### src/source/isa_pkg.sv
package isa_pkg;

  // Major opcodes of the supported formats
  localparam logic [6:0] OPC_REG   = 7'b0110011;
  localparam logic [6:0] OPC_IMM   = 7'b0010011;
  localparam logic [6:0] OPC_LOAD  = 7'b0000011;
  localparam logic [6:0] OPC_STORE = 7'b0100011;

  // OP_NOP first so that an all-zero slot is a bubble
  typedef enum logic [3:0] {
    OP_NOP,
    OP_ADD,
    OP_SUB,
    OP_AND,
    OP_OR,
    OP_XOR,
    OP_ADDI,
    OP_LB,
    OP_LH,
    OP_LW,
    OP_LBU,
    OP_LHU,
    OP_SB,
    OP_SH,
    OP_SW
  } opcode_t;

  typedef enum logic [2:0] {BYTE, HALF, WORD, BYTE_U, HALF_U} ldst_mode_t;

  typedef struct packed {
    logic        is_valid;
    opcode_t     op;
    logic [4:0]  rd;
    logic [4:0]  rs1;
    logic [4:0]  rs2;
    logic [31:0] imm;
    logic        writes_rd;
    logic        is_load;
    logic        is_store;
    ldst_mode_t  mode;
  } decode_result_t;

endpackage
### src/source/core_pkg.sv
package core_pkg;

  localparam int          ISSUE_WIDTH = 2;
  localparam logic [31:0] RESET_PC    = 32'h0000_0000;

  typedef enum logic [1:0] {ISSUE_PAIR, ISSUE_SECOND, WAIT_STORE} issue_state_t;

  typedef struct packed {
    isa_pkg::decode_result_t decoded;
    logic [31:0]             rs1_val;
    logic [31:0]             rs2_val;
  } ex_content_t;

  typedef struct packed {
    logic                is_valid;
    logic                writes_rd;
    logic [4:0]          rd;
    logic [31:0]         value;
    logic                is_store;
    logic [31:0]         store_addr;
    logic [31:0]         store_data;
    isa_pkg::ldst_mode_t store_mode;
  } ex_result_t;

endpackage

### src/source/ex.sv
`timescale 1ns/1ps

module ex (
  input  core_pkg::ex_content_t ex_content,
  output logic [31:0]           load_addr,
  output isa_pkg::ldst_mode_t   load_mode,
  input  logic [31:0]           load_data,
  output core_pkg::ex_result_t  result
);
  import isa_pkg::*;

  decode_result_t d;
  logic [31:0]    a, b, addr, shifted, load_value, alu_value;

  assign d         = ex_content.decoded;
  assign a         = ex_content.rs1_val;
  assign b         = ex_content.rs2_val;
  assign addr      = a + d.imm;
  assign load_addr = {addr[31:2], 2'b00};
  assign load_mode = d.mode;

  // Byte lane selection within the aligned word
  assign shifted = load_data >> {addr[1:0], 3'b000};

  always_comb begin
    case (d.mode)
      BYTE:    load_value = {{24{shifted[7]}}, shifted[7:0]};
      BYTE_U:  load_value = {24'd0, shifted[7:0]};
      HALF:    load_value = {{16{shifted[15]}}, shifted[15:0]};
      HALF_U:  load_value = {16'd0, shifted[15:0]};
      default: load_value = load_data;
    endcase
  end

  always_comb begin
    case (d.op)
      OP_ADD:  alu_value = a + b;
      OP_SUB:  alu_value = a - b;
      OP_AND:  alu_value = a & b;
      OP_OR:   alu_value = a | b;
      OP_XOR:  alu_value = a ^ b;
      OP_ADDI: alu_value = addr;
      default: alu_value = d.is_load ? load_value : '0;
    endcase
  end

  always_comb begin
    result.is_valid   = d.is_valid;
    result.writes_rd  = d.is_valid && d.writes_rd;
    result.rd         = d.rd;
    result.value      = alu_value;
    result.is_store   = d.is_valid && d.is_store;
    result.store_addr = addr;
    result.store_data = b;
    result.store_mode = d.mode;
  end

endmodule

### config.mk
export PLATFORM = sky130hd
export DESIGN_NAME = ex
export DESIGN_NICKNAME = d
export VERILOG_FILES = /design/src/source/isa_pkg.sv /design/src/source/core_pkg.sv /design/src/source/ex.sv
export SDC_FILE = /design/constraint.sdc
export NUM_CORES = 1
export LEC_CHECK = 0
export ABC_AREA = 1
export BUFFER_PORTS_ARGS = -buffer_cell sky130_fd_sc_hd__buf_4
export CAP_MARGIN = 25
export CORE_ASPECT_RATIO = 1.1
export CORE_MARGIN = 3
export CORE_UTILIZATION = 54
export DETAILED_ROUTE_END_ITERATION = 6
export PLACE_DENSITY_LB_ADDON = 0.15
export SLEW_MARGIN = 15
export SYNTH_ARGS = -nofsm -noshare
export SYNTH_HDL_FRONTEND = slang
export SYNTH_SLANG_ARGS = --single-unit
### constraint.sdc
create_clock -name vclk -period 3.5
set_input_delay 0.175 -clock vclk [all_inputs]
set_output_delay 0.175 -clock vclk [all_outputs]
set_load 0.1 [all_outputs]
; Word-level counts from Yosys, hierarchy flattened
; Index checks and enable logic that the tools add are counted.
[classes]
add_sub_neg = 3
eq_ne = 9
shifts = 1
mux = 3
bitwise = 3
n_reduce_logical = 3
[op_table]
columns = op, n
row1 = 32-bit case mux with 6 select lines, 1
row2 = 32-bit case mux with 4 select lines, 1
row3 = 32-bit adder, 2
row4 = 32-bit AND, 1
row5 = 32-bit 2-to-1 mux, 1
row6 = 32-bit OR, 1
row7 = 32-bit by 5-bit right shift with 16-bit output, 1
row8 = 32-bit subtractor, 1
row9 = 32-bit XOR, 1
row10 = "4-bit by 3-bit equality test with 1-bit output, second input constant", 3
row11 = "4-bit by 2-bit equality test with 1-bit output, second input constant", 2
row12 = "4-bit by 1-bit equality test with 1-bit output, second input constant", 1
row13 = "3-bit by 1-bit equality test with 1-bit output, second input constant", 1
row14 = "3-bit by 2-bit equality test with 1-bit output, second input constant", 1
row15 = "3-bit equality test, second input constant", 1
row16 = 3-bit zero test, 1
row17 = 1-bit logical AND, 2
[word_totals]
register_bits = 0
in_bits = 154
output_inout_bits = 142

; Longest topological paths before layout
[depth]
depth_word = 5
depth_mapped = 24

; Worst setup path after synthesis
; Ideal clock, no wire load.
[synth_timing]
path_type = input to output
from = in ex_content[32] (netlist bit)
to = out result[68] (netlist bit)
arrival_time_ns = 4.183
required_time_ns = 3.325
path_slack_ns = -0.858
path_stages = 6
path_cell_list = ha_1 fa_1 o21ai_0 o21ai_0 a22oi_1 o21ai_0
[synth_lines]
columns = element, line
row1 = from (decl), ex.sv:4  ; input core_pkg::ex_content_t ex_content,
row2 = to (decl), ex.sv:8  ; output core_pkg::ex_result_t result

==> qor.txt <==
Synth area leaders - nand2_1 (22%), ha_1 (18%), inv_1 (13%)
max-cap violations - 0
Worst Setup SP - ex_content[0]
Crit. End Element - output port
initial core utilization - 55.8%
Lkg Pwr - 6.62 nW
synth cell count leaders - nand2_1 (525), inv_1 (316), nor2_1 (149)
non-filler cells, final - 2055
Vias per Instance - 5.57
cts hold-fix bufs - 0
IO Pins - 296
row cnt - 48
Synth top area share - 22.3%
fraction of layout cells with a size suffix above 1 - 20.5%
initial antenna violation count - 0
HP Start - ex_content[112]
final setup vio count - 0
gpl congestion - 1.07
core area - 0.0159 mm^2
kind of critical path - input pin to output port
Synth Cell Area - 0.00885 mm^2
buffers added on ports - 274
status - finished, final reports clean
total routed wirelength - 35.1 mm
gr usage total - 36.2%
nets - 2140
Post-DRT Antenna Nets - 0
first-pass GRT wire length - 52.2 mm
TNS Setup - 0 ps
# diodes - 0
total iterations of the first detailed-routing run - 5
Area Growth Syn to Fin - 24.5%
register area share after synthesis - 0%
vias in the first global route - 10400
Setup crit start kind - input pin
count leader, synth - nand2_1
final count of hold timing violations - 0
fmax - 291 MHz
dpl hpwl - 30.0 mm
worst path arrival time - 3260 ps
largest net degree at the start of global routing - 33
Distinct cells, synth - 45
crit path max fanout - 4
die area - 0.0180 mm^2
Die H - 140 um
DR vias - 11400
Placed Cells - 2050
DR DRC count - 0
Worst Hold Class - input pin to output port
clk_buf instances - 0
worst endpoint required time - 3320 ps
Cell Pwr Density - 341 mW/mm^2
RSZ-0062 raised after global routing - yes
Worst-Margin Slew - 1050 ps
WL per Instance - 17.1 um
Seq cells - 0
area leader, netlist - nand2_1
Final Max Slew Viols - 0
synth warn - 0
fin crit period - 3440 ps
Syn Area/Cell - 5.32 um^2
DIE WIDTH - 128 um
initial DRC count - 1169
register area - 0 um^2
global route overflow - 0
final worst-path cycle share - 98.3%
Mapped Cells - 1662
Slew HR - 29.8%
maximum VDD drop - 0.391 mV
## through the flow
step           instance area (um^2)  hold WS [ps]  worst slack, ps  power [W]  util [%]
5_1_grt                       11000           350             -109    0.00393      69.5
2_1_floorplan                  8950           562             43.0    0.00290         -
3_3_place_gp                  10700           351             40.1    0.00357      67.5
4_1_cts                       10700           351             7.12    0.00362      67.6
6_report                      11000           350             60.4    0.00375      69.5
3_5_place_dp                  10700           351            -27.8    0.00361      67.5
## where the power goes
| part | internal (W) | switching, W | total, W | leakage (nW) |
|---|---|---|---|---|
| clock network | 0 | 0 | 0 | 0 |
| registers | 0 | 0 | 0 | 0 |
| logic | 0.000896 | 0.00285 | 0.00375 | 6.62 |
## placed cells by master, fill, tap and decap left out, drive strengths merged
cell / count
nand2: 530
inv: 318
buf: 296
nor2: 151
ha: 127
nand3: 96
a21oi: 77
o21ai: 50
xor2: 46
nand4: 35
a221oi: 31
o211ai: 17
and2: 16
nand3b: 13
nor3: 11
or2: 6
o21bai: 6
o21a: 4
o2111ai: 4
a21o: 3
a22oi: 3
o221ai: 3
o31ai: 2
conb: 2
nor4: 2
fa: 2
o32ai: 1
clkinv: 1
a211oi: 1
xnor2: 1
## critical path, cell delays in order
cell and delay [ps]:
buf_4 130, inv_2 90, ha_2 190, nand3_2 120
nor2_4 120, nand2_2 100, nor2_4 150, nand3_1 120
o21ai_2 180, xor2_1 210, ha_1 320, nand2_1 140
inv_1 50, nand2_1 60, nand3_1 80, o21bai_1 160
nor2_1 130, nand3_1 90, nand3_1 150, nand4_1 240
buf_12 250
## layout make-up
cell class | count | area [um^2]
tap | 200 | 250
timing repair buffer | 296 | 2350
inverter | 319 | 1200
multi-input combinational | 1240 | 7210
fill | 1543 | 4840
## layer usage
layer,vias to the layer above,track usage [%],routed length (um)
met3,91,4.65,3500
li1,5589,-,-
met4,0,10.2,1290
met1,5181,47.8,13800
met2,584,61.5,16500
met5,-,0,0
## cells by family after synthesis
group	after synthesis	synth area share (%)
adders and majority gates	129	18.4
xor gates and xnor gates	47	4.65
buffers and inverters	423	21.5
and+or+nand+nor	860	41.0
AOI/OAI and AO/OA	202	14.4
other	1	0.0424
## timing repair
item,4_1_cts,5_1_grt
buffers inserted,0,5
cloned,0,0
pin swaps,0,21
setup endpoints to repair,2,26
resized for setup,2,74
## path summary, 6_finish.rpt
check / endpoint / slack (ps) / cells past startpoint
worst min-delay path: result[100] / 350 / 0
worst max-delay path: result[93] / 60 / 21
(Power assumes the default switching activity.)
