**src/source/isa_pkg.sv**
```systemverilog
package isa_pkg;

  // Major opcodes of the supported formats
  localparam logic [6:0] OPC_REG   = 7'b0110011;
  localparam logic [6:0] OPC_IMM   = 7'b0010011;
  localparam logic [6:0] OPC_LOAD  = 7'b0000011;
  localparam logic [6:0] OPC_STORE = 7'b0100011;

  // OP_NOP first so that an all-zero slot is a bubble
  typedef enum logic [3:0] {
    OP_NOP,
    OP_ADD,
    OP_SUB,
    OP_AND,
    OP_OR,
    OP_XOR,
    OP_ADDI,
    OP_LB,
    OP_LH,
    OP_LW,
    OP_LBU,
    OP_LHU,
    OP_SB,
    OP_SH,
    OP_SW
  } opcode_t;

  typedef enum logic [2:0] {BYTE, HALF, WORD, BYTE_U, HALF_U} ldst_mode_t;

  typedef struct packed {
    logic        is_valid;
    opcode_t     op;
    logic [4:0]  rd;
    logic [4:0]  rs1;
    logic [4:0]  rs2;
    logic [31:0] imm;
    logic        writes_rd;
    logic        is_load;
    logic        is_store;
    ldst_mode_t  mode;
  } decode_result_t;

endpackage
```
**src/source/core_pkg.sv**
```systemverilog
package core_pkg;

  localparam int          ISSUE_WIDTH = 2;
  localparam logic [31:0] RESET_PC    = 32'h0000_0000;

  typedef enum logic [1:0] {ISSUE_PAIR, ISSUE_SECOND, WAIT_STORE} issue_state_t;

  typedef struct packed {
    isa_pkg::decode_result_t decoded;
    logic [31:0]             rs1_val;
    logic [31:0]             rs2_val;
  } ex_content_t;

  typedef struct packed {
    logic                is_valid;
    logic                writes_rd;
    logic [4:0]          rd;
    logic [31:0]         value;
    logic                is_store;
    logic [31:0]         store_addr;
    logic [31:0]         store_data;
    isa_pkg::ldst_mode_t store_mode;
  } ex_result_t;

endpackage

```
**src/source/fetch.sv**
```systemverilog
`timescale 1ns/1ps

module fetch (
  input  logic        clk,
  input  logic        arst_n,
  input  logic        take,
  output logic [31:0] pc[core_pkg::ISSUE_WIDTH]
);
  import core_pkg::*;

  logic [31:0] pc_q;

  // Advance by one whole pair once it has issued
  always_ff @(posedge clk or negedge arst_n) begin
    if (!arst_n) begin
      pc_q <= RESET_PC;
    end else if (take) begin
      pc_q <= pc_q + 32'(4 * ISSUE_WIDTH);
    end
  end

  always_comb begin
    for (int i = 0; i < ISSUE_WIDTH; i++) begin
      pc[i] = pc_q + 32'(4 * i);
    end
  end

endmodule

```
**config.mk**
```make
export PLATFORM = sky130hd
export DESIGN_NAME = fetch
export DESIGN_NICKNAME = d
export VERILOG_FILES = /design/src/source/isa_pkg.sv /design/src/source/core_pkg.sv /design/src/source/fetch.sv
export SDC_FILE = /design/constraint.sdc
export NUM_CORES = 1
export LEC_CHECK = 0
export BUFFER_PORTS_ARGS = -buffer_cell sky130_fd_sc_hd__buf_2
export CORE_AREA = 3 3 66 68
export DETAILED_ROUTE_END_ITERATION = 16
export DIE_AREA = 0 0 69 71
export GPL_ROUTABILITY_DRIVEN = 0
export PLACE_DENSITY = 0.7
export SLEW_MARGIN = 20
export SYNTH_ARGS = -nofsm -noshare
export SYNTH_HDL_FRONTEND = slang
export SYNTH_SLANG_ARGS = --single-unit
```
**constraint.sdc**
```tcl
create_clock -name clk -period 1.2 [get_ports clk]
set_input_delay 0.18 -clock clk [delete_from_list [all_inputs] [get_ports clk]]
set_output_delay 0.18 -clock clk [all_outputs]
set_load 0.01 [all_outputs]
```
Word-level counts from Yosys, hierarchy flattened. Index checks and enable logic that the tools add are counted.

$add $sub $neg: 2.

Operators with widths (number): $add A32 B3 Y32 const B (1); $add A32 B4 Y32 const B (1).

Register bits after elaboration: 32. Input bits: 3. Output and inout bits: 64. Logic and storage cells: 3.

Depth between registers and ports, before layout.
Depth after elaboration: 1. Gate-level depth with buffers: 6. Depth with buffers taken out: 5.

Least setup slack after synthesis. No wires, ideal clock.

Kind: register to register. Start: register pc_q[3]. End: register pc_q[19]. Data arrival time: 1.295 ns. Required time: 1.073 ns. Setup slack: -0.221 ns. Cell stages (with the launch flop): 7. Buffers on the path: 1. Path through: dfrtp_1 > ha_1 > nand3_1 > nor2_2 > buf_4 > nand4_1 > xnor2_1.

Cells in the longest elaborated chain, start to end: 1.

Ends and longest elaborated chain: start, declared (RTL line fetch.sv:11) `logic [31:0] pc_q;`; start signal, assigned (RTL line fetch.sv:18) `pc_q <= pc_q + 32'(4 * ISSUE_WIDTH);`; $add A32 B4 Y32 (RTL line fetch.sv:18).

No other way between the ends. A chain may end at the register's enable or synchronous reset.

Final worst setup path. Ends and elaborated chain as after synthesis.

==> flow_summary.json <==
{
  "viasPerCell": 4.631,
  "drt_wl_total_um": 3506,
  "synth_seq_cells": 29,
  "arrival_ns": 1.53,
  "startpoint_type": "register",
  "syn-cell-area_um2": 1617,
  "grt_overflow": 0,
  "grt_start_max_net_pins": 17,
  "grt_setup_unrepaired": "yes",
  "vias": 1241,
  "largest_reg_flops": 29,
  "maxCapViolCount": 0,
  "skew_ns": 0.007049,
  "rows": 23,
  "ir_drop_mv": 0.8790,
  "violations": "negative setup slack",
  "fp.dieW_um": 69,
  "cts-buffers-inserted": 5,
  "yosysSeqAreaShare_pct": 44.89,
  "placed_cell_area_um2": 2034,
  "fp.coreArea_um2": 3914,
  "r2r_slack_ns": -0.14,
  "syn_inst": 147,
  "fp.dieH_um": 71,
  "grt_pass1_vias": 1196,
  "diodes": 0,
  "setup_viol": 23,
  "yosysWarnings": 0,
  "critPathMaxFanout": 8,
  "largest_register": "pc_q",
  "insertion_delay_ns": 0.28,
  "timing.fmax_mhz": 748.7,
  "p_per_area_nw_per_um2": 1400,
  "power_frac_seq_pct": 41.6,
  "whs_path_depth": 2,
  "cts.reportedPaths.clkPinSlew_ns": 0.06,
  "ant_nets": 0,
  "fin_ws_ns": -0.1356,
  "drc": 0,
  "drt_first_pass_iters": 4,
  "start_util_pct": 41.30,
  "port_buffers": 60,
  "clock_path_buffers": 2,
  "synth_async_sr_flop_share_pct": 100.0,
  "cts.sinks": 29,
  "max_stage_delay_ns": 0.42,
  "path_cells": "ha_4, nand3_4, nor2_4, buf_6, nand4_1, xnor2_1",
  "grt_pass1_wl_um": 5858,
  "sw_frac_of_total_pct": 33.06,
  "die_area_um2": 4899,
  "layout.nets": 221,
  "outcome": "complete, but fails checks",
  "period_share_pct": 111.3,
  "wl_per_cell_um": 13.08,
  "crit_type": "register to register",
  "top_level_ports": 67,
  "crit_required_ns": 1.39,
  "synth_edf_count": 0,
  "slew_viol_final": 0,
  "dr.first_iter.drc_count": 43,
  "pre_cts_slack_ns": -0.1078,
  "p_leak_nw": 1.188,
  "syn_area_per_cell_um2": 11.00,
  "dp_hpwl_um": 2633,
  "root_buffer": "clkbuf_8",
  "p_sw_w": 0.001023,
  "fin_area_um2": 2211,
  "clkPwrFrac_pct": 25.2,
  "antenna_found_initial": 0,
  "cts_max_level": 2,
  "min_period_ns": 1.336,
  "intPower_w": 0.002072,
  "fill_cells": 354,
  "ys_types": 21,
  "ys.flop_type": "dfrtp_1",
  "reg2regPathDepth": 6,
  "endpoint_kind": "register",
  "reg.largest.list": "pc_q x29",
  "grtUsageTotal_pct": 15.21,
  "p_comb_share_pct": 33.2,
  "cpMaxStageDelayCell": "dfrtp_2",
  "hp-class": "input port to register",
  "drive_gt1_share_pct": 61.93,
  "cts_tree": "yes",
  "final_hold_viol_count": 0,
  "area_delta_synth_final_pct": 36.76
}
==> worst max-delay path, delay by kind of cell (launching register included) <==
kind	cells	cell delay [ns]
adder cells (fa/ha/maj)	1	0.16
flip-flops	1	0.42
XOR/XNOR	1	0.21
AND/OR/NAND/NOR	3	0.31
buffers and inverters	1	0.15
==> layout by cell type, fill, tap and decap left out, types with 5 or more instances in the layout <==
cell type | Yosys | layout
and3_1 | 9 | 8
buf_2 | 0 | 60
buf_4 | 37 | 25
buf_6 | 1 | 9
clkbuf_8 | 0 | 5
conb_1 | 2 | 6
dfrtp_1 | 29 | 15
dfrtp_2 | 0 | 14
nand4_1 | 13 | 13
xnor2_1 | 22 | 22
xor2_1 | 6 | 6
==> what timing repair did <==
item,CTS,global route
pin swaps,5,6
resized for setup,4,13
endpoints found under the hold margin,13,0
hold buffers,1,0
setup endpoints to repair,22,44
setup buffers,1,2
==> layout make-up <==
type / count / area [um^2] / share of cell area [%]
Sequential cell: 29 / 743.2 / 33.62
Multi-Input combinational cell: 84 / 683.2 / 30.90
Timing Repair Buffer: 97 / 639.4 / 28.92
Clock buffer: 6 / 72.57 / 3.282
Tap cell: 50 / 62.56 / 2.830
Clock inverter: 2 / 10.01 / 0.4527
==> cells in the mapped netlist, types with 2 or more instances <==
| library cell | count | area, um^2 |
|---|---|---|
| buf_4 | 37 | 277.8 |
| dfrtp_1 | 29 | 725.7 |
| xnor2_1 | 22 | 192.7 |
| nand4_1 | 13 | 81.33 |
| and3_1 | 9 | 56.30 |
| nand3_1 | 7 | 35.03 |
| nand2_1 | 6 | 22.52 |
| xor2_1 | 6 | 52.55 |
| and2_1 | 2 | 12.51 |
| conb_1 | 2 | 7.510 |
| nand4_4 | 2 | 42.54 |
| nor2_1 | 2 | 7.510 |
| nor2_4 | 2 | 22.52 |
==> through the flow <==
step / hold slack, ns / total power (W) / utilization [%] / setup TNS [ns] / std cells
final: 0.2162 / 0.003094 / 56.49 / -1.175 / 268
after global routing: 0.2238 / 0.003284 / 56.49 / -3.064 / 268
after CTS: 0.1891 / 0.003029 / 54.80 / -0.7886 / 266
after detailed placement: 0.1133 / 0.002207 / 51.98 / -0.9785 / 256
after global placement: 0.1090 / 0.002175 / 51.98 / -0.5556 / 256
after floorplan: -0.1156 / 0.001856 / - / -0.5224 / 151
==> path summary, 6_finish.rpt <==
| kind | start | to |
|---|---|---|
| worst max register to register | pc_q[3]$_DFFE_PN0P_ | pc_q[19]$_DFFE_PN0P_ |
| worst min-delay path | take | pc_q[3]$_DFFE_PN0P_ |
| max in group asynchronous | arst_n | pc_q[13]$_DFFE_PN0P_ |
| worst min register to register | pc_q[30]$_DFFE_PN0P_ | pc_q[30]$_DFFE_PN0P_ |
| min in group asynchronous | arst_n | pc_q[23]$_DFFE_PN0P_ |
| worst max-delay path | pc_q[3]$_DFFE_PN0P_ | pc_q[19]$_DFFE_PN0P_ |
==> kinds of logic after synthesis <==
group,share of synthesized area (%)
adder cells (fa/ha/maj),0.7739
flip-flops,44.89
XOR/XNOR,15.17
buffers and inverters,17.88
AND/OR/NAND/NOR,20.12
multiplexers,0.6965
other,0.4646
==> per-layer routing <==
metal  track usage (%)  vias to the layer above  wire, um
li1                  -                      595         -
met2             23.94                       36      1763
met4             7.809                        0        74
met3             4.688                        7       204
met1             18.88                      603      1463
met5                 0                        -         0
==> power by group through the flow <==
stage,registers [W],clock network [W],logic [W]
global placement,0.00129,0,0.000888
detailed placement,0.00130,0,0.000910
finish,0.00129,0.000780,0.00103
floorplan,0.00141,0,0.000445
CTS,0.00127,0.000807,0.000948
global route,0.00130,0.000848,0.00113
No activity file was read; power rests on OpenSTA's default activity.
