`src/source/isa_pkg.sv`:
```
package isa_pkg;

  // Major opcodes of the supported formats
  localparam logic [6:0] OPC_REG   = 7'b0110011;
  localparam logic [6:0] OPC_IMM   = 7'b0010011;
  localparam logic [6:0] OPC_LOAD  = 7'b0000011;
  localparam logic [6:0] OPC_STORE = 7'b0100011;

  // OP_NOP first so that an all-zero slot is a bubble
  typedef enum logic [3:0] {
    OP_NOP,
    OP_ADD,
    OP_SUB,
    OP_AND,
    OP_OR,
    OP_XOR,
    OP_ADDI,
    OP_LB,
    OP_LH,
    OP_LW,
    OP_LBU,
    OP_LHU,
    OP_SB,
    OP_SH,
    OP_SW
  } opcode_t;

  typedef enum logic [2:0] {BYTE, HALF, WORD, BYTE_U, HALF_U} ldst_mode_t;

  typedef struct packed {
    logic        is_valid;
    opcode_t     op;
    logic [4:0]  rd;
    logic [4:0]  rs1;
    logic [4:0]  rs2;
    logic [31:0] imm;
    logic        writes_rd;
    logic        is_load;
    logic        is_store;
    ldst_mode_t  mode;
  } decode_result_t;

endpackage
```
`src/source/core_pkg.sv`:
```
package core_pkg;

  localparam int          ISSUE_WIDTH = 2;
  localparam logic [31:0] RESET_PC    = 32'h0000_0000;

  typedef enum logic [1:0] {ISSUE_PAIR, ISSUE_SECOND, WAIT_STORE} issue_state_t;

  typedef struct packed {
    isa_pkg::decode_result_t decoded;
    logic [31:0]             rs1_val;
    logic [31:0]             rs2_val;
  } ex_content_t;

  typedef struct packed {
    logic                is_valid;
    logic                writes_rd;
    logic [4:0]          rd;
    logic [31:0]         value;
    logic                is_store;
    logic [31:0]         store_addr;
    logic [31:0]         store_data;
    isa_pkg::ldst_mode_t store_mode;
  } ex_result_t;

endpackage

```
`src/source/commit.sv`:
```
`timescale 1ns/1ps

module commit (
  input  logic                 clk,
  input  logic                 arst_n,
  input  core_pkg::ex_result_t results[core_pkg::ISSUE_WIDTH],
  output logic                 reg_we[core_pkg::ISSUE_WIDTH],
  output logic [4:0]           reg_wa[core_pkg::ISSUE_WIDTH],
  output logic [31:0]          reg_wd[core_pkg::ISSUE_WIDTH],
  output logic                 store_in_commit,
  output logic                 we,
  output logic [31:0]          wa,
  output logic [31:0]          wd,
  output isa_pkg::ldst_mode_t  wm
);
  import core_pkg::*;

  logic       valid_q[ISSUE_WIDTH];
  ex_result_t res_q[ISSUE_WIDTH];

  always_ff @(posedge clk or negedge arst_n) begin
    if (!arst_n) begin
      for (int i = 0; i < ISSUE_WIDTH; i++) valid_q[i] <= 1'b0;
    end else begin
      for (int i = 0; i < ISSUE_WIDTH; i++) valid_q[i] <= results[i].is_valid;
    end
  end

  always_ff @(posedge clk) begin
    res_q <= results;
  end

  // Issue never lets two stores reach commit together
  always_comb begin
    we = 1'b0;
    wa = res_q[0].store_addr;
    wd = res_q[0].store_data;
    wm = res_q[0].store_mode;
    for (int i = 0; i < ISSUE_WIDTH; i++) begin
      reg_we[i] = valid_q[i] && res_q[i].writes_rd;
      reg_wa[i] = res_q[i].rd;
      reg_wd[i] = res_q[i].value;
      if (valid_q[i] && res_q[i].is_store) begin
        we = 1'b1;
        wa = res_q[i].store_addr;
        wd = res_q[i].store_data;
        wm = res_q[i].store_mode;
      end
    end
  end

  assign store_in_commit = we;

endmodule

```
`config.mk`:
```
export PLATFORM = sky130hd
export DESIGN_NAME = commit
export DESIGN_NICKNAME = d
export VERILOG_FILES = /design/src/source/isa_pkg.sv /design/src/source/core_pkg.sv /design/src/source/commit.sv
export SDC_FILE = /design/constraint.sdc
export NUM_CORES = 1
export LEC_CHECK = 0
export ABC_AREA = 1
export BUFFER_PORTS_ARGS = -buffer_cell sky130_fd_sc_hd__buf_2
export CAP_MARGIN = 25
export CORE_AREA = 4 4 138 140
export CTS_BUF_LIST = sky130_fd_sc_hd__clkbuf_8
export DETAILED_ROUTE_END_ITERATION = 16
export DIE_AREA = 0 0 142 144
export PLACE_DENSITY = 0.78
export SKIP_CTS_REPAIR_TIMING = 1
export SYNTH_ARGS = -nofsm -noshare
export SYNTH_HDL_FRONTEND = slang
export SYNTH_SLANG_ARGS = --single-unit
```
`constraint.sdc`:
```
create_clock -name clk -period 1.1 [get_ports clk]
set_input_delay 0.165 -clock clk [delete_from_list [all_inputs] [get_ports clk]]
set_output_delay 0.165 -clock clk [all_outputs]
set_load 0.02 [all_outputs]
```
# After elaboration in Yosys (flattened, before gate mapping)
# Index checks and enable logic that the tools add are counted.
classes:
  muxes: 5
  n_reduce_logical: 4
op_table:
  columns: ["cell", "count"]
  rows:
  - ["two-way mux 32 bit", 2]
  - ["logical AND 1 bit", 4]
  - ["two-way mux 3 bit", 1]
  - ["two-way mux 1 bit", 2]
word_totals:
  ff_bits: 214
  elab_cells: 25

# Longest topological paths before layout
# Gate-level depths: netlist (run 1).
logic_depth:
  ltp_word: 3
  ltp_mapped: 6
  ltp_nobuf: 3

# Worst setup path after synthesis (run 1)
# Ideal clock, no wire load.
synth_timing:
  path_kind: "flip-flop to output port"
  startpoint: "reg valid_q[0] (netlist name)"
  endpoint: "out we"
  arrival_ns: 1.154
  t_required_ns: 0.935
  path_slack_ns: -0.219
  path_stages_with_launch: 7
  n_path_buf: 4
  cell_sequence: "dfrtp_1 buf_2 nand2_2 buf_6 buf_6 nand2_1 buf_4"
synth_between:
  elab_chain_len: 2
synth_rtl:
  columns: ["element", "line", "source"]
  rows:
  - ["from (decl)", "commit.sv:18", "logic valid_q[ISSUE_WIDTH];"]
  - ["logical AND 1 bit", "commit.sv:43", "if (valid_q[i] && res_q[i].is_store) begin"]
  - ["two-way mux 1 bit", "commit.sv:43", null]
  - ["to (decl)", "commit.sv:11", "output logic we,"]
# No other way between the ends.

# Worst setup path in the final report (run 1)
layout_timing:
  startpoint: "reg valid_q[0] (netlist name)"
  endpoint: "out wd[15]"
layout_between:
  elab_chain_len: 2
layout_rtl:
  columns: ["element", "line", "source"]
  rows:
  - ["logical AND 1 bit", "commit.sv:43", null]
  - ["two-way mux 32 bit", "commit.sv:43", null]
  - ["to (decl)", "commit.sv:13", "output logic [31:0] wd,"]
# No other way between the ends.

==> reports/metrics.yaml, run 1 <==
synth:
  synthTopCellsByArea: "dfxtp_1 (72%), buf_4 (10%), nand2_1 (8.8%), nand3_1 (5.7%), buf_2 (1.1%)"
  ys_warn_count: 0
  ys_seq_elements: 214
  netlist_instances: 520
  syn_nets: 736
  yosysTopAreaCell: "dfxtp_1"
  syn-cell-area_mm2: 0.00588
  seq_area_frac_synth: 0.730
  synth.avg_cell_area_um2: 11.3
  netlist-cell-type-count: 9
  yosysTopAreaCellShare: 0.721
place:
  io_buffers: 360
  routabilityCongestion: 0.749
  dpl-instance-area_mm2: 0.00754
  place_inst: 1021
  dp_hpwl_um: 12400
detailed_routing:
  drt_iter0_markers: 214
  drc: 0
  antenna_left: 0
  vias: 5790
  vias_per_cell: 4.44
  drt_wl_total_um: 25300
  first_pass_iters: 4
  wire_per_inst_um: 19.4
sta:
  finalHoldViolCount: 0
  rsz0062_at_grt: "true"
  fin_ws_ns: -0.781
  whs_ns: 0.291
  setup_viol: 129
  fmax_mhz: 532
  worstMarginPinSlew_ns: 0.243
  slew_violations: 0
  fin_crit_sh: 1.71
  slew_headroom: 0.838
  fin_crit_ns: 1.88
layout:
  fillerInstances: 1189
  final_cells: 1305
  finalInstanceArea_mm2: 0.0114
  drive_gt1_frac: 0.529
  final_core_util: 0.638
  nets: 1267
  syn_to_final_growth_pct: 93.5
worst_hold_path:
  hold_path.class: "input pin to register"
die:
  rows: 49
  die_area_mm2: 0.0204
  die_y_um: 144
  initial_utilization: 0.330
  core_mm2: 0.0178
  die_x_um: 142
  io_pins: 361
power:
  max-vdd-ir-drop_mv: 1.15
  power_density_mw_per_mm2: 1550
  p_leak_nw: 5.51
worst_setup_path:
  critPathKind: "register to output port"
  worstPathMaxFanout: 27
  crit_path_end_kind: "output port"
  crit_arrival_ns: 1.72
  critical_path_required_ns: 0.94
  startpoint_type: "register"
grt:
  grt-ovfl-total: 0
  grt_antenna_before_repair: 1
  grt_max_degree: 42
  grt_pass1_vias: 4453
  grt_usage: 0.145
  grt_pass1_wl_um: 22800
clock_network:
  clockRootBuffer: "clkbuf_8"
  cts_max_level: 2
  clock-sinks: 214
  path_clk_slew_ns: 0.06
  cts_tree: "yes"
  numCtsBuffers: 34
  clock_path_buffers: 3
run_status:
  violations: "setup timing"
  status: "complete, but fails checks"
run:
  max_cap_violations: 0
==> through the flow <==
step                worst slack, ns  total power, W  setup TNS (ns)
global placement             -0.258          0.0101           -8.43
finish                       -0.781          0.0177          -49.79
global route                 -0.852          0.0183          -59.45
floorplan                   -0.0599         0.00949          -0.652
CTS                          -0.824          0.0164          -54.72
detailed placement           -0.254          0.0101           -9.39
==> synthesized netlist by cell type <==
cell type    n
buf_6        5
buf_2       13
nand2_1    138
dfrtp_1      2
buf_4       80
dfxtp_1    212
inv_1        2
nand2_2      1
nand3_1     67
==> flip-flops by register name, summed over array words and instances, names as in the netlist <==
register	flops
res_q	138
reg_wd	64
reg_wa	10
valid_q	2
==> kinds of logic (layout without fill, tap and decap cells) <==
family                 count (synthesis)  in the layout  share of synthesized area
and+or+nand+nor                      206            206                      0.146
other                                  0              2                          0
buffers and inverters                100            654                      0.124
DFF                                  214            214                      0.730
==> cell usage in the layout (no fill, tap or decap), drive strengths merged <==
cell and n:
dfxtp 212, nand2 139, inv 16, buf 372
clkinv 3, diode 2, dfrtp 2, dlygate4sd3 217
clkbuf 44, clkinvlp 2, nand3 67
==> final timing paths <==
kind	startpoint	end	cells past startpoint	slack, ns
max	valid_q[0]	wd[15]	4	-0.78
min	results[88]	reg_wd[20]	2	0.29
max in group asynchronous	arst_n	valid_q[0]	3	0.45
min in group asynchronous	arst_n	valid_q[0]	3	0.54
==> per-layer routing <==
metal  GRT usage  vias up  wire length, um
li1            -     2618                -
met1       0.144     2736             8630
met5           0        -                0
met4      0.0551        0              895
met3      0.0635       75             2210
met2       0.267      361            13600
==> final cells by class <==
cell class                 instances  area (um2)  area share
inverter                           2        7.51    0.000659
antenna                            2        5.00    0.000440
multi-input combinational        206        1100      0.0966
clock buffer                      40         551      0.0484
clock inverter                    19        87.6     0.00769
timing repair buffer             593        4950       0.435
sequential                       214        4390       0.386
tap                              229         287      0.0252
==> report_power, final <==
part,switching [W],leakage (nW),internal (W),total (W)
sequential,0.000206,1.81,0.00820,0.00841
clock,0.00310,0.373,0.00332,0.00642
combinational,0.00129,3.33,0.00155,0.00284
total,0.00459,5.51,0.0131,0.0177
==> critical path: stages (launching register included) <==
cell and delay, ns:
dfrtp_2 0.51, buf_12 0.22, nand3_1 0.18, nand2_2 0.11
buf_2 0.16
(Power assumes the default switching activity.)
==> run 2: changes to the inputs <==
- BUFFER_PORTS_ARGS: -buffer_cell sky130_fd_sc_hd__buf_2 -> default
- DONT_BUFFER_PORTS: default -> 1
- PLACE_DENSITY: 0.78 -> 0.59
==> run 2 against run 1 <==
Effect of this change: the run now fails in 5_1_grt; area after synthesis is the same; synthesized cell count is the same.
==> reports/metrics.yaml, run 2 <==
run_status:
  status: "stopped before the end"
  stop_stage: "5_1_grt"
  tool.error: "[ERROR RSZ-0060] Max buffer count reached."
place:
  io_buffers: 0  # -100%
  dp_hpwl_um: 11000  # -11%
  routabilityCongestion: 0.778  # +3.8%
  place_inst: 661  # -35%
synth:
  synth_edf_count: 0  # unchanged
  ys_warn_count: 0  # unchanged
  synth_common_cells: "dfxtp_1 (212), nand2_1 (138), buf_4 (80)"
  synthTopCellsByArea: "dfxtp_1 (72%), buf_4 (10%), nand2_1 (8.8%), nand3_1 (5.7%), buf_2 (1.1%)"
  yosysTopAreaCell: "dfxtp_1"
  synthMuxAreaShare: 0  # unchanged
  ys_seq_elements: 214  # unchanged
  seq_area_frac_synth: 0.730  # unchanged
  yosysTopAreaCellShare: 0.721  # unchanged
  synth_fa_ha_area_frac: 0  # unchanged
  synth_top_family_by_area: "simple AND/OR/NAND/NOR gates"
  synth_most_common_cell: "dfxtp_1"
  synth_flop_cell: "dfxtp_1"
  netlist-cell-type-count: 9  # unchanged
  syn-cell-area_mm2: 0.00588  # unchanged
  synth_xor_area_frac: 0  # unchanged
  syn_nets: 736  # unchanged
  synthSimpleGateAreaFrac: 0.146  # unchanged
  synth.avg_cell_area_um2: 11.3  # unchanged
  netlist_instances: 520  # unchanged
  async_reset_ff_frac: 0.00935  # unchanged
  synth_compound_area_frac: 0  # unchanged
clock_network:
  clock-sinks: 214  # unchanged
  clock_path_buffers: 3  # unchanged
  cts_max_level: 1  # -1
  clockRootBuffer: "clkbuf_8"
  numCtsBuffers: 31  # -8.8%
sta:
  crit_endpoint: "wd[26]"
  worst_path_end_type: "primary output"
die:
  initial_utilization: 0.330  # unchanged
  die_y_um: 144  # unchanged
  die_x_um: 142  # unchanged
  io_pins: 361  # unchanged
  rows: 49  # unchanged
grt:
  grt_max_degree: 43
## run 2: cell counts after synthesis
No cell type changed its count.
## run 2: cell families after synthesis
family,Yosys count
buffers and inverters,100
flip-flops,214
AND/OR/NAND/NOR,206
## run 2: metrics by stage
step | area, um2 | setup slack, ns | hold WS (ns)
after floorplan | 6040 | -0.0599 | -0.131
after global placement | 5760 | -0.137 | -0.131
after detailed placement | 5760 | -0.148 | -0.131
after CTS | 6440 | -0.740 | -0.719
==> run 3: changes to the inputs <==
- CORE_AREA: 4 4 138 140 -> default
- CORE_MARGIN: default -> 4
- CORE_UTILIZATION: default -> 25
- CTS_BUF_LIST: sky130_fd_sc_hd__clkbuf_8 -> default
- DIE_AREA: 0 0 142 144 -> default
- PLACE_DENSITY: 0.59 -> default
- PLACE_DENSITY_LB_ADDON: default -> 0.15
- clock period: 1.1 -> 1.4 ns (I/O delays scaled with it)
==> run 3 against run 2 <==
Effect of this change: the run again fails in 5_1_grt; area after synthesis unchanged; synthesized cell count is the same.
==> reports/metrics.yaml, run 3 <==
run_status:
  tool.error: "[ERROR RSZ-0060] Max buffer count reached."
  status: "stopped before the end"
  stop_stage: "5_1_grt"
sta:
  worst_path_end_type: "primary output"
  crit_endpoint: "wd[22]"
synth:
  synth.avg_cell_area_um2: 11.3  # unchanged
  syn-cell-area_mm2: 0.00588  # unchanged
  synth_flop_cell: "dfxtp_1"
  seq_area_frac_synth: 0.730  # unchanged
  synth_edf_count: 0  # unchanged
  synthTopCellsByArea: "dfxtp_1 (72%), buf_4 (10%), nand2_1 (8.8%), nand3_1 (5.7%), buf_2 (1.1%)"
  yosysTopAreaCellShare: 0.721  # unchanged
  ys_seq_elements: 214  # unchanged
  syn_nets: 736  # unchanged
  synth_most_common_cell: "dfxtp_1"
  synth_common_cells: "dfxtp_1 (212), nand2_1 (138), buf_4 (80)"
  yosysTopAreaCell: "dfxtp_1"
  async_reset_ff_frac: 0.00935  # unchanged
  ys_warn_count: 0  # unchanged
  netlist_instances: 520  # unchanged
  netlist-cell-type-count: 9  # unchanged
die:
  rows: 55  # +12%
  initial_utilization: 0.257  # -0.0730
  die_y_um: 161  # +12%
  io_pins: 361  # unchanged
  die_x_um: 161  # +14%
clock_network:
  clockRootBuffer: "clkbuf_16"
  clock-sinks: 214  # unchanged
  numCtsBuffers: 23  # -26%
  clock_path_buffers: 3  # unchanged
  cts_max_level: 1  # unchanged
place:
  dp_hpwl_um: 10800  # -1.8%
  pre_cts_slack_ns: 0.0334  # +0.182 ns
  io_buffers: 0  # unchanged
  place_inst: 744  # +13%
  routabilityCongestion: 0.729  # -6.2%
grt:
  grt_max_degree: 60
==> run 3: cell counts after synthesis <==
Identical to the previous run, type by type.
==> run 3: logic make-up after synthesis <==
family                 count (synthesis)  synth area share
buffers and inverters                100             0.124
AND/OR/NAND/NOR                      206             0.146
flip-flops                           214             0.730
==> run 3: metrics by stage <==
step,util,instance area [um2]
floorplan,-,5880
global placement,0.248,5690
detailed placement,0.248,5690
CTS,0.279,6400
