==> config.mk <==
export PLATFORM = sky130hd
export DESIGN_NAME = issue
export DESIGN_NICKNAME = d
export VERILOG_FILES = /design/src/source/isa_pkg.sv /design/src/source/core_pkg.sv /design/src/source/issue.sv /design/src/source/id.sv
export SDC_FILE = /design/constraint.sdc
export NUM_CORES = 1
export LEC_CHECK = 0
export BUFFER_PORTS_ARGS = -buffer_cell sky130_fd_sc_hd__buf_2
export CAP_MARGIN = 20
export CORE_AREA = 5 5 202 204
export CTS_BUF_LIST = sky130_fd_sc_hd__clkbuf_8 sky130_fd_sc_hd__clkbuf_16
export DETAILED_ROUTE_END_ITERATION = 6
export DIE_AREA = 0 0 207 209
export PLACE_DENSITY = 0.48
export SYNTH_ARGS = -nofsm -noshare
export SYNTH_HDL_FRONTEND = slang
export SYNTH_HIERARCHICAL = 1
export SYNTH_SLANG_ARGS = --single-unit
==> constraint.sdc <==
create_clock -name clk -period 14.4 [get_ports clk]
set_input_delay 4.32 -clock clk [delete_from_list [all_inputs] [get_ports clk]]
set_output_delay 4.32 -clock clk [all_outputs]
set_load 0.005 [all_outputs]
==> src/source/isa_pkg.sv <==
package isa_pkg;

  // Major opcodes of the supported formats
  localparam logic [6:0] OPC_REG   = 7'b0110011;
  localparam logic [6:0] OPC_IMM   = 7'b0010011;
  localparam logic [6:0] OPC_LOAD  = 7'b0000011;
  localparam logic [6:0] OPC_STORE = 7'b0100011;

  // OP_NOP first so that an all-zero slot is a bubble
  typedef enum logic [3:0] {
    OP_NOP,
    OP_ADD,
    OP_SUB,
    OP_AND,
    OP_OR,
    OP_XOR,
    OP_ADDI,
    OP_LB,
    OP_LH,
    OP_LW,
    OP_LBU,
    OP_LHU,
    OP_SB,
    OP_SH,
    OP_SW
  } opcode_t;

  typedef enum logic [2:0] {BYTE, HALF, WORD, BYTE_U, HALF_U} ldst_mode_t;

  typedef struct packed {
    logic        is_valid;
    opcode_t     op;
    logic [4:0]  rd;
    logic [4:0]  rs1;
    logic [4:0]  rs2;
    logic [31:0] imm;
    logic        writes_rd;
    logic        is_load;
    logic        is_store;
    ldst_mode_t  mode;
  } decode_result_t;

endpackage
==> src/source/core_pkg.sv <==
package core_pkg;

  localparam int          ISSUE_WIDTH = 2;
  localparam logic [31:0] RESET_PC    = 32'h0000_0000;

  typedef enum logic [1:0] {ISSUE_PAIR, ISSUE_SECOND, WAIT_STORE} issue_state_t;

  typedef struct packed {
    isa_pkg::decode_result_t decoded;
    logic [31:0]             rs1_val;
    logic [31:0]             rs2_val;
  } ex_content_t;

  typedef struct packed {
    logic                is_valid;
    logic                writes_rd;
    logic [4:0]          rd;
    logic [31:0]         value;
    logic                is_store;
    logic [31:0]         store_addr;
    logic [31:0]         store_data;
    isa_pkg::ldst_mode_t store_mode;
  } ex_result_t;

endpackage

==> src/source/issue.sv <==
`timescale 1ns/1ps

module issue (
  input  logic                 clk,
  input  logic                 arst_n,
  input  logic [31:0]          instr[core_pkg::ISSUE_WIDTH],
  input  logic [31:0]          pc[core_pkg::ISSUE_WIDTH],
  input  logic                 store_in_commit,
  output logic                 take,
  output logic [4:0]           reg_addr[2 * core_pkg::ISSUE_WIDTH],
  input  logic [31:0]          reg_data[2 * core_pkg::ISSUE_WIDTH],
  output core_pkg::ex_content_t ex_contents[core_pkg::ISSUE_WIDTH]
);
  import isa_pkg::*;
  import core_pkg::*;

  logic           pair_valid[ISSUE_WIDTH];
  logic [31:0]    pair_instr[ISSUE_WIDTH];
  decode_result_t decoded[ISSUE_WIDTH];
  issue_state_t   state, state_next, return_state;
  logic           issue_sel[ISSUE_WIDTH];
  logic           split, stall;

  always_ff @(posedge clk or negedge arst_n) begin
    if (!arst_n) begin
      for (int i = 0; i < ISSUE_WIDTH; i++) pair_valid[i] <= 1'b0;
    end else if (take) begin
      for (int i = 0; i < ISSUE_WIDTH; i++) pair_valid[i] <= 1'b1;
    end
  end

  always_ff @(posedge clk) begin
    if (take) begin
      pair_instr <= instr;
    end
  end

  for (genvar i = 0; i < ISSUE_WIDTH; i++) begin : g_id
    id u_id (
      .is_valid(pair_valid[i]),
      .instr(pair_instr[i]),
      .decoded(decoded[i])
    );
    assign reg_addr[2 * i]     = decoded[i].rs1;
    assign reg_addr[2 * i + 1] = decoded[i].rs2;
  end

  // Register dependency, store then load, or two stores on one write port
  assign split = decoded[1].is_valid &&
                 ((decoded[0].writes_rd && (decoded[1].rs1 == decoded[0].rd ||
                                            decoded[1].rs2 == decoded[0].rd)) ||
                  (decoded[0].is_store && (decoded[1].is_store || decoded[1].is_load)));

  always_comb begin
    issue_sel[0] = (state == ISSUE_PAIR);
    issue_sel[1] = (state == ISSUE_PAIR && !split) || (state == ISSUE_SECOND);
    stall = 1'b0;
    for (int i = 0; i < ISSUE_WIDTH; i++) begin
      if (issue_sel[i] && decoded[i].is_load && store_in_commit) stall = 1'b1;
    end

    take       = 1'b0;
    state_next = state;
    if (stall) begin
      state_next = WAIT_STORE;
    end else begin
      case (state)
        ISSUE_PAIR: begin
          take = !split;
          if (split) state_next = ISSUE_SECOND;
        end
        ISSUE_SECOND: begin
          take       = 1'b1;
          state_next = ISSUE_PAIR;
        end
        default: state_next = return_state;
      endcase
    end
  end

  always_ff @(posedge clk or negedge arst_n) begin
    if (!arst_n) begin
      state        <= ISSUE_PAIR;
      return_state <= ISSUE_PAIR;
    end else begin
      state <= state_next;
      if (stall) return_state <= state;
    end
  end

  always_comb begin
    for (int i = 0; i < ISSUE_WIDTH; i++) begin
      ex_contents[i] = '0;
      if (issue_sel[i] && !stall) begin
        ex_contents[i].decoded = decoded[i];
        ex_contents[i].rs1_val = reg_data[2 * i];
        ex_contents[i].rs2_val = reg_data[2 * i + 1];
      end
    end
  end

endmodule

==> src/source/id.sv <==
`timescale 1ns/1ps

module id (
  input  logic                    is_valid,
  input  logic [31:0]             instr,
  output isa_pkg::decode_result_t decoded
);
  import isa_pkg::*;

  logic [6:0] opcode;
  logic [2:0] funct3;

  assign opcode = instr[6:0];
  assign funct3 = instr[14:12];

  always_comb begin
    decoded      = '0;
    decoded.op   = OP_NOP;
    decoded.mode = WORD;
    if (is_valid) begin
      case (opcode)
        OPC_REG: begin
          case ({instr[31:25], funct3})
            10'b0000000_000: decoded.op = OP_ADD;
            10'b0100000_000: decoded.op = OP_SUB;
            10'b0000000_111: decoded.op = OP_AND;
            10'b0000000_110: decoded.op = OP_OR;
            10'b0000000_100: decoded.op = OP_XOR;
            default:         decoded.op = OP_NOP;
          endcase
        end
        OPC_IMM: if (funct3 == 3'b000) decoded.op = OP_ADDI;
        OPC_LOAD: begin
          case (funct3)
            3'b000:  decoded.op = OP_LB;
            3'b001:  decoded.op = OP_LH;
            3'b010:  decoded.op = OP_LW;
            3'b100:  decoded.op = OP_LBU;
            3'b101:  decoded.op = OP_LHU;
            default: decoded.op = OP_NOP;
          endcase
        end
        OPC_STORE: begin
          case (funct3)
            3'b000:  decoded.op = OP_SB;
            3'b001:  decoded.op = OP_SH;
            3'b010:  decoded.op = OP_SW;
            default: decoded.op = OP_NOP;
          endcase
        end
        default: decoded.op = OP_NOP;
      endcase
    end

    // Unused source fields stay zero so hazard checks see no false match
    if (decoded.op != OP_NOP) begin
      decoded.is_valid  = 1'b1;
      decoded.is_load   = (opcode == OPC_LOAD);
      decoded.is_store  = (opcode == OPC_STORE);
      decoded.rs1       = instr[19:15];
      decoded.writes_rd = !decoded.is_store && (instr[11:7] != 5'd0);
      if (opcode == OPC_REG || decoded.is_store) decoded.rs2 = instr[24:20];
      if (!decoded.is_store) decoded.rd = instr[11:7];
      if (decoded.is_store) begin
        decoded.imm = {{20{instr[31]}}, instr[31:25], instr[11:7]};
      end else if (opcode != OPC_REG) begin
        decoded.imm = {{20{instr[31]}}, instr[31:20]};
      end
      if (decoded.is_load || decoded.is_store) begin
        case (funct3)
          3'b000:  decoded.mode = BYTE;
          3'b001:  decoded.mode = HALF;
          3'b100:  decoded.mode = BYTE_U;
          3'b101:  decoded.mode = HALF_U;
          default: decoded.mode = WORD;
        endcase
      end
    end
  end

endmodule

# After elaboration in Yosys (flattened, before gate mapping)
# Index checks and enable logic that the tools add are counted.
# word_totals
regBits,69
latchBits,0
ramBits,0
rom_bits,0
input_bits,259
output_inout_bits,265
word_cells,105
n_memories,0
# op_classes
addsub,0
multipliers,0
div_mod_pow,0
order_cmp,0
n_eq_ne,30
n_shift,0
n_mux,37
bitwise_logic,0
reduce_logical,33
# op_table
operator,count
2-to-1 mux 122 bit,2
2-to-1 mux 32 bit,4
2-to-1 mux 53 bit,2
equality test 10 x 3 -> 1 bit (second input constant),6
case mux 4 bit (5 select lines),2
case mux 4 bit (4 select lines),2
case mux 3 bit (5 select lines),2
equality test 7 x 6 -> 1 bit (second input constant),4
case mux 3 bit (4 select lines),2
case mux 4 bit (3 select lines),2
equality test 10 x 9 -> 1 bit (second input constant),2
zero test 10 bit,2
2-to-1 mux 5 bit,4
equality test 7 x 2 -> 1 bit (second input constant),2
equality test 7 x 5 -> 1 bit (second input constant),2
!= test 7 x 6 -> 1 bit (second input constant),2
equality test 3 bit (second input constant),4
logical AND 1 bit,12
2-to-1 mux 3 bit,4
equality test 5 bit,2
nonzero test 5 bit,2
logical OR 1 bit,8
2-to-1 mux 4 bit,2
nonzero test 4 bit,2
11 further kinds,22

# Logic depth before layout (Yosys ltp)
# Gate-level depths: netlist of the first run.
# logic_depth
depth_word,20
depth_mapped,14
mapped_depth_nobuf,9

# Hierarchy
# Netlist of the first run, hierarchy kept.
# by_module_without_submodules
module,n_inst,cells_per_inst,area_each_um2,seq_area_each_um2
issue,1,551,5099.9,2047.0
id,2,151,1007.2,0.0

# Worst setup path before layout of the first run
# No wires, ideal clock.
# synth_path
path_type,in2out
start,input store_in_commit
end,output take
t_arrival_ns,7.726
t_required_ns,10.080
setup_slack_ns,2.354
path_stages,5
path_buffers,3
cell_sequence,a211o_1 > buf_2 > buf_6 > buf_6 > nor2_1
# synth_between
elab_chain_cells,4
word_cells_on_any_way,5
cone_classes,3 x mux; 2 x reduce/logical
# synth_rtl
element,line_no,rtl
"start, declared",issue.sv:8,"input logic store_in_commit,"
logical AND 1 bit,issue.sv:59,if (issue_sel[i] && decoded[i].is_load && store_in_commit) stall = 1'b1;
2-to-1 mux 1 bit,issue.sv:59,
2-to-1 mux 1 bit (*),issue.sv:59,
2-to-1 mux 1 bit (*),issue.sv:64,if (stall) begin
"end, declared",issue.sv:9,"output logic take,"
# Every way passes the cells marked *; elsewhere a longest branch is shown, timed or not.

==> reports/metrics.csv, run 1 <==
metric,value,unit
Setup Viol. Count Final,0,
Peak supply drop,0.00004627,V
drt first pass iters,5,
initial core utilization,0.1820,
Root Driver,clkbuf_16,
core area,39090,um^2
Leakage,4.799,nW
period utilisation layout,0.7567,
largest net degree at the start of global routing,111,
post-route DRC violation count,0,
Cell Rows,73,
"most common cell after layout, fill and taps aside",buf_2,
Post-Place Cell Area,9335,um^2
total of max-cap violations,0,
Compound-Gate Fraction of Synth Area,0.1351,
pre-CTS WS,3.523,ns
routed vias/inst,4.388,
hold_buf cts,0,
Via Count,7617,
Synth Area in XOR/XNOR,0.01477,
Slew HR,0.2842,
crit path DAT,6.58,ns
clk sink count,69,
status,completed,
max-slew violation count,0,
"Cell Area, Synth",7114,um^2
Syn Area/Cell,8.340,um^2
layout cells sized above 1,0.5091,
CTS H-tree lvls,3,
drt initial violations,422,
Fin Setup TNS,0,ns
Clock Tree Buf Depth,2,
Worst Setup Start Kind,input port,
Port Buffers,459,
sequential share of the synthesized area,0.2877,
Tot GR Track Use,0.1316,
fin crit period,10.90,ns
"commonest non-fill, non-tap cells in the layout","buf_2, nand2_1, a21oi_1",
Final Hold Violating Endpoints,0,
Yosys cell types,54,
routed wire length,30890,um
die area,43260,um^2
Final nets,1464,
area grow syn2layout,35.79,%
worst setup margin,3.504,ns
Mapped Cells,853,
chip height,209,um
antenna violations before repair,3,
RSZ-0062 raised after global routing,false,
Layout Utilization,0.2471,
Critical Path RT,10.08,ns
fillers,4375,
Post-Route Skew,0.01263,ns
Post-Synth Simple-Gate Area,0.4376,
worst slew pin tran,1.074,ns
Die Width,207,um
nature of the critical path endpoint,primary output,
Worst Hold Class,register to register,
grt ovf,0,
total CTS buffers,9,
WL/cell,17.79,um
vias in the first global route,7179,
pwr dens,60.03,nW/um^2
worst setup path class,input port to primary output,
global-route wire length before repair,45600,um
CTS tree,built,
main combinational cell family by area after synthesis,simple AND/OR/NAND/NOR gates,
Final Cell Area,9661,um^2
Yosys Warn Count,6,
io pins,524,
"Top FF cell, synth",edfxtp_1,
Detail Route Antenna Nets,0,
register bit total from synthesis,69,
Synth async-reset ratio,0.07246,
Post-CTS Resized,0,
CP max FO,66,
Post-CTS Repair Setup Buffers,0,
Post-synth EDFFs,64,
"Clk pin slew, worst setup/hold paths",0.06,ns
clk_lat worst skew,0.34,ns
net count after synthesis,1112,
HPWL after detailed placement,24320,um
Max Freq,91.77,MHz
gpl congestion,0.9789,
Post-Synth Adder-Cell Area,0,
mux contribution to synthesized area,0,
-- kinds of logic (layout without fill, tap and decap cells) --
logic type | after synthesis | count (layout)
buf+inv | 133 | 490
compound gates | 172 | 172
other cells | 0 | 1
xor+xnor | 12 | 12
simple gates | 467 | 467
flops | 69 | 69
-- flip-flops by register name, indices dropped and copies added, names as in the netlist --
name          flops
pair_instr       64
pair_valid        1
return_state      2
state             2
-- worst max-delay path, cell delays in order --
cell and delay [ns]:
buf_2 0.18, o21ai_0 0.18, a21oi_4 0.36, buf_4 0.48
buf_4 0.61, a21oi_1 0.20, buf_2 0.18
-- metrics by stage --
step / total power (W) / std cells / hold slack, ns
4_1_cts: 0.0005889 / 1735 / 0.5163
3_5_place_dp: 0.0003374 / 1719 / 0.5070
6_report: 0.0005799 / 1736 / 0.5155
2_1_floorplan: 0.0002823 / 853 / 0.4811
5_1_grt: 0.0006063 / 1736 / 0.5277
3_3_place_gp: 0.0003366 / 1719 / 0.4992
-- cell usage after synthesis, drive strengths merged (4+ instances only) --
master,count,share of area
o21ai,7,0.0049
xor2,8,0.0098
nand3b,4,0.0042
a21oi,143,0.10
nor4,8,0.017
buf,97,0.11
nor3,46,0.042
clkbuf,34,0.018
nand2,164,0.087
nor4bb,4,0.0056
xnor2,4,0.0049
and2,8,0.0070
o32ai,4,0.0070
nand3,20,0.014
edfxtp,64,0.27
and3b,4,0.0049
nor2,44,0.032
nor3b,135,0.19
nor4b,7,0.0086
dfrtp,5,0.018
-- worst paths after layout --
check / start / slack [ns] / cells after the start / end
max in group asynchronous: arst_n / 10.46 / 1 / pair_valid[0]
min reg2reg: return_state[1] / 0.52 / 1 / return_state[1]
min: return_state[1] / 0.52 / 1 / return_state[1]
max: store_in_commit / 3.50 / 7 / ex_contents[174]
min in group asynchronous: arst_n / 3.79 / 1 / return_state[0]
max reg2reg: pair_instr[14] / 9.21 / 12 / pair_instr[18]
-- layer usage --
metal,vias to the layer above,track usage,part of all wire
li1,3690,-,-
met1,3573,0.1704,0.43
met2,321,0.2281,0.49
met3,31,0.01967,0.053
met4,2,0.03739,0.019
met5,-,0,0.00023
-- power breakdown --
| group | switching [W] | internal [W] | leakage, nW |
|---|---|---|---|
| Sequential | 0.0000108 | 0.000229 | 0.737 |
| Combinational | 0.0000423 | 0.0000505 | 3.91 |
| Clock | 0.0000947 | 0.000153 | 0.152 |
-- final cells by class --
type                            instances  area, um^2  share of cell area
Sequential cell                        69        2048              0.2120
Clock buffer                            9       225.2             0.02331
Multi-Input combinational cell        651        4228              0.4376
Inverter                                2       7.507           0.0007771
Antenna cell                            1       2.502           0.0002590
Clock inverter                          7       97.59             0.01010
Tap cell                              525       656.9             0.06800
Timing Repair Buffer                  472        2395              0.2479
Note: power is estimated with default switching activity, not from simulation.
==> inputs of run 2 (changes only) <==
--- a/config.mk
+++ b/config.mk
@@ -7,10 +7,10 @@
 export LEC_CHECK = 0
 export BUFFER_PORTS_ARGS = -buffer_cell sky130_fd_sc_hd__buf_2
 export CAP_MARGIN = 20
-export CORE_AREA = 5 5 202 204
+export CORE_AREA = 5 5 203 205
 export CTS_BUF_LIST = sky130_fd_sc_hd__clkbuf_8 sky130_fd_sc_hd__clkbuf_16
 export DETAILED_ROUTE_END_ITERATION = 6
-export DIE_AREA = 0 0 207 209
+export DIE_AREA = 0 0 208 210
 export PLACE_DENSITY = 0.48
 export SYNTH_ARGS = -nofsm -noshare
 export SYNTH_HDL_FRONTEND = slang
==> constraint.sdc (replaced) <==
create_clock -name clk -period 10.25 [get_ports clk]
set_input_delay 3.075 -clock clk [delete_from_list [all_inputs] [get_ports clk]]
set_output_delay 3.075 -clock clk [all_outputs]
set_load 0.005 [all_outputs]
==> reports/metrics.csv, run 2 (same netlist as run 1, synthesis figures left out) <==
metric,value,unit
vias in the first global route,7143,
global-route wire length before repair,44630,um
crit-path leading delay family,buffers and inverters,
Peak supply drop,0.00005828,V
Leakage,4.794,nW
crit path DAT,5.27,ns
"slowest stage cell, crit path",a211o_4,
pwr dens,78.90,nW/um^2
Die Width,208,um
Post-CTS Resized,0,
gr busiest metal,met2,
CP max FO,76,
CTS tree,built,
status,completed,
Slew HR,0.3233,
drt first pass iters,5,
clk sink count,69,
Worst Setup Start Kind,input port,
"commonest non-fill, non-tap cells in the layout","buf_2, nand2_1, a21oi_1",
max FFs per register,64,
Port Buffers,459,
chip height,210,um
worst min-delay path startpoint,return_state[1],
fin crit period,8.343,ns
CP bufs+invs,4,
Setup Viol. Count Final,0,
area grow syn2layout,35.86,%
Root Driver,clkbuf_16,
RSZ-0062 raised after global routing,false,
met3 Use GR,0.02783,
worst-case reg-to-reg path depth,11,
Final Cell Area,9666,um^2
WL/cell,17.70,um
layout cells sized above 1,0.5091,
met1 usage,0.1580,
Worst Hold Class,register to register,
nature of the critical path endpoint,primary output,
hold_buf cts,0,
Crit Reg-Reg Startpoint,pair_instr[4],
Fin Setup TNS,0,ns
Post-CTS Repair Setup Buffers,0,
largest reg by FF count,pair_instr,
antenna violations before repair,3,
WHS Path Cells,1,
worst setup margin,1.907,ns
core area,39280,um^2
Final nets,1464,
Cell Rows,73,
worst setup path class,input port to primary output,
grt ovf,0,
Final Hold Violating Endpoints,0,
HPWL after detailed placement,24180,um
clk_lat worst skew,0.35,ns
Largest regs,"pair_instr x64, return_state x2, state x2",
worst slew pin tran,1.015,ns
period utilisation layout,0.8140,
initial core utilization,0.1811,
post-route DRC violation count,0,
die area,43680,um^2
total of max-cap violations,0,
Via Count,7600,
Tot GR Track Use,0.1286,
global-route met2 utilization,0.2277,
routed vias/inst,4.375,
CTS H-tree lvls,3,
crit-path max cell delay,0.77,ns
"most common cell after layout, fill and taps aside",buf_2,
fillers,4392,
final non-filler cell total,1737,
Clock Tree Buf Depth,2,
max-slew violation count,0,
routed wire length,30740,um
Detail Route Antenna Nets,0,
Critical Path RT,7.18,ns
CP cell instances,buf_2 > a211o_4 > buf_4 > buf_4 > nor3b_1 > buf_2,
Max Freq,119.9,MHz
Post-Route Skew,0.01167,ns
capturing point of the worst reg2reg path,pair_instr[49],
drt initial violations,449,
total CTS buffers,9,
Post-Place Cell Area,9385,um^2
cell count after placement,1719,
io pins,524,
worst min-delay path endpoint,return_state[1],
gpl congestion,0.9653,
R2R Setup Slk,5.21,ns
Layout Utilization,0.2461,
"Clk pin slew, worst setup/hold paths",0.06,ns
pre-CTS WS,1.830,ns
largest net degree at the start of global routing,124,
-- run 2: through the flow --
step | total power, W | hold slack, ns
after CTS | 0.0007777 | 0.5166
after floorplan | 0.0003966 | 0.4811
final | 0.0007626 | 0.5173
after global routing | 0.0008015 | 0.5286
after global placement | 0.0004736 | 0.4978
after detailed placement | 0.0004746 | 0.5071
-- run 2: worst max-delay path by stage --
stage / end / startpoint / cells past startpoint
5_1_grt: ex_contents[99] / pair_instr[4] / 12
6_report: ex_contents[1] / store_in_commit / 6
4_1_cts: ex_contents[1] / store_in_commit / 6
3_5_place_dp: ex_contents[1] / store_in_commit / 6
2_1_floorplan: take / store_in_commit / 5
3_3_place_gp: ex_contents[1] / store_in_commit / 6
-- run 2: report_power, final --
group	leakage (nW)	internal, W	switching, W
logic	3.93	0.0000711	0.0000594
clock network	0.128	0.000165	0.000131
registers	0.737	0.000322	0.0000146
total	4.79	0.000557	0.000205
-- run 2: area by class of cell --
type / instances / area, um^2 / share of cell area
inverter: 2 / 7.507 / 0.0007767
antenna: 2 / 5.005 / 0.0005178
timing repair buffer: 472 / 2445 / 0.2529
clock inverter: 7 / 50.05 / 0.005178
tap: 525 / 656.9 / 0.06796
sequential: 69 / 2048 / 0.2119
clock buffer: 9 / 225.2 / 0.02330
multi-input combinational: 651 / 4228 / 0.4374
-- run 2: layer usage --
layer	wire (um)	part of all wire
met1	12630	0.41
met2	15650	0.51
met3	1986	0.065
met4	476	0.015
met5	0	0
-- run 2: worst reg2reg max path, cell delays in order, from the launching register on --
cell and delay [ns]:
edfxtp_1 0.69, and4bb_2 0.35, nand3b_1 0.13, o32ai_2 0.39
nor4_4 0.09, buf_4 0.24, nor4b_1 0.57, o211a_1 0.38
a211o_4 0.75, buf_4 0.57, nor2_4 0.07, buf_4 0.39
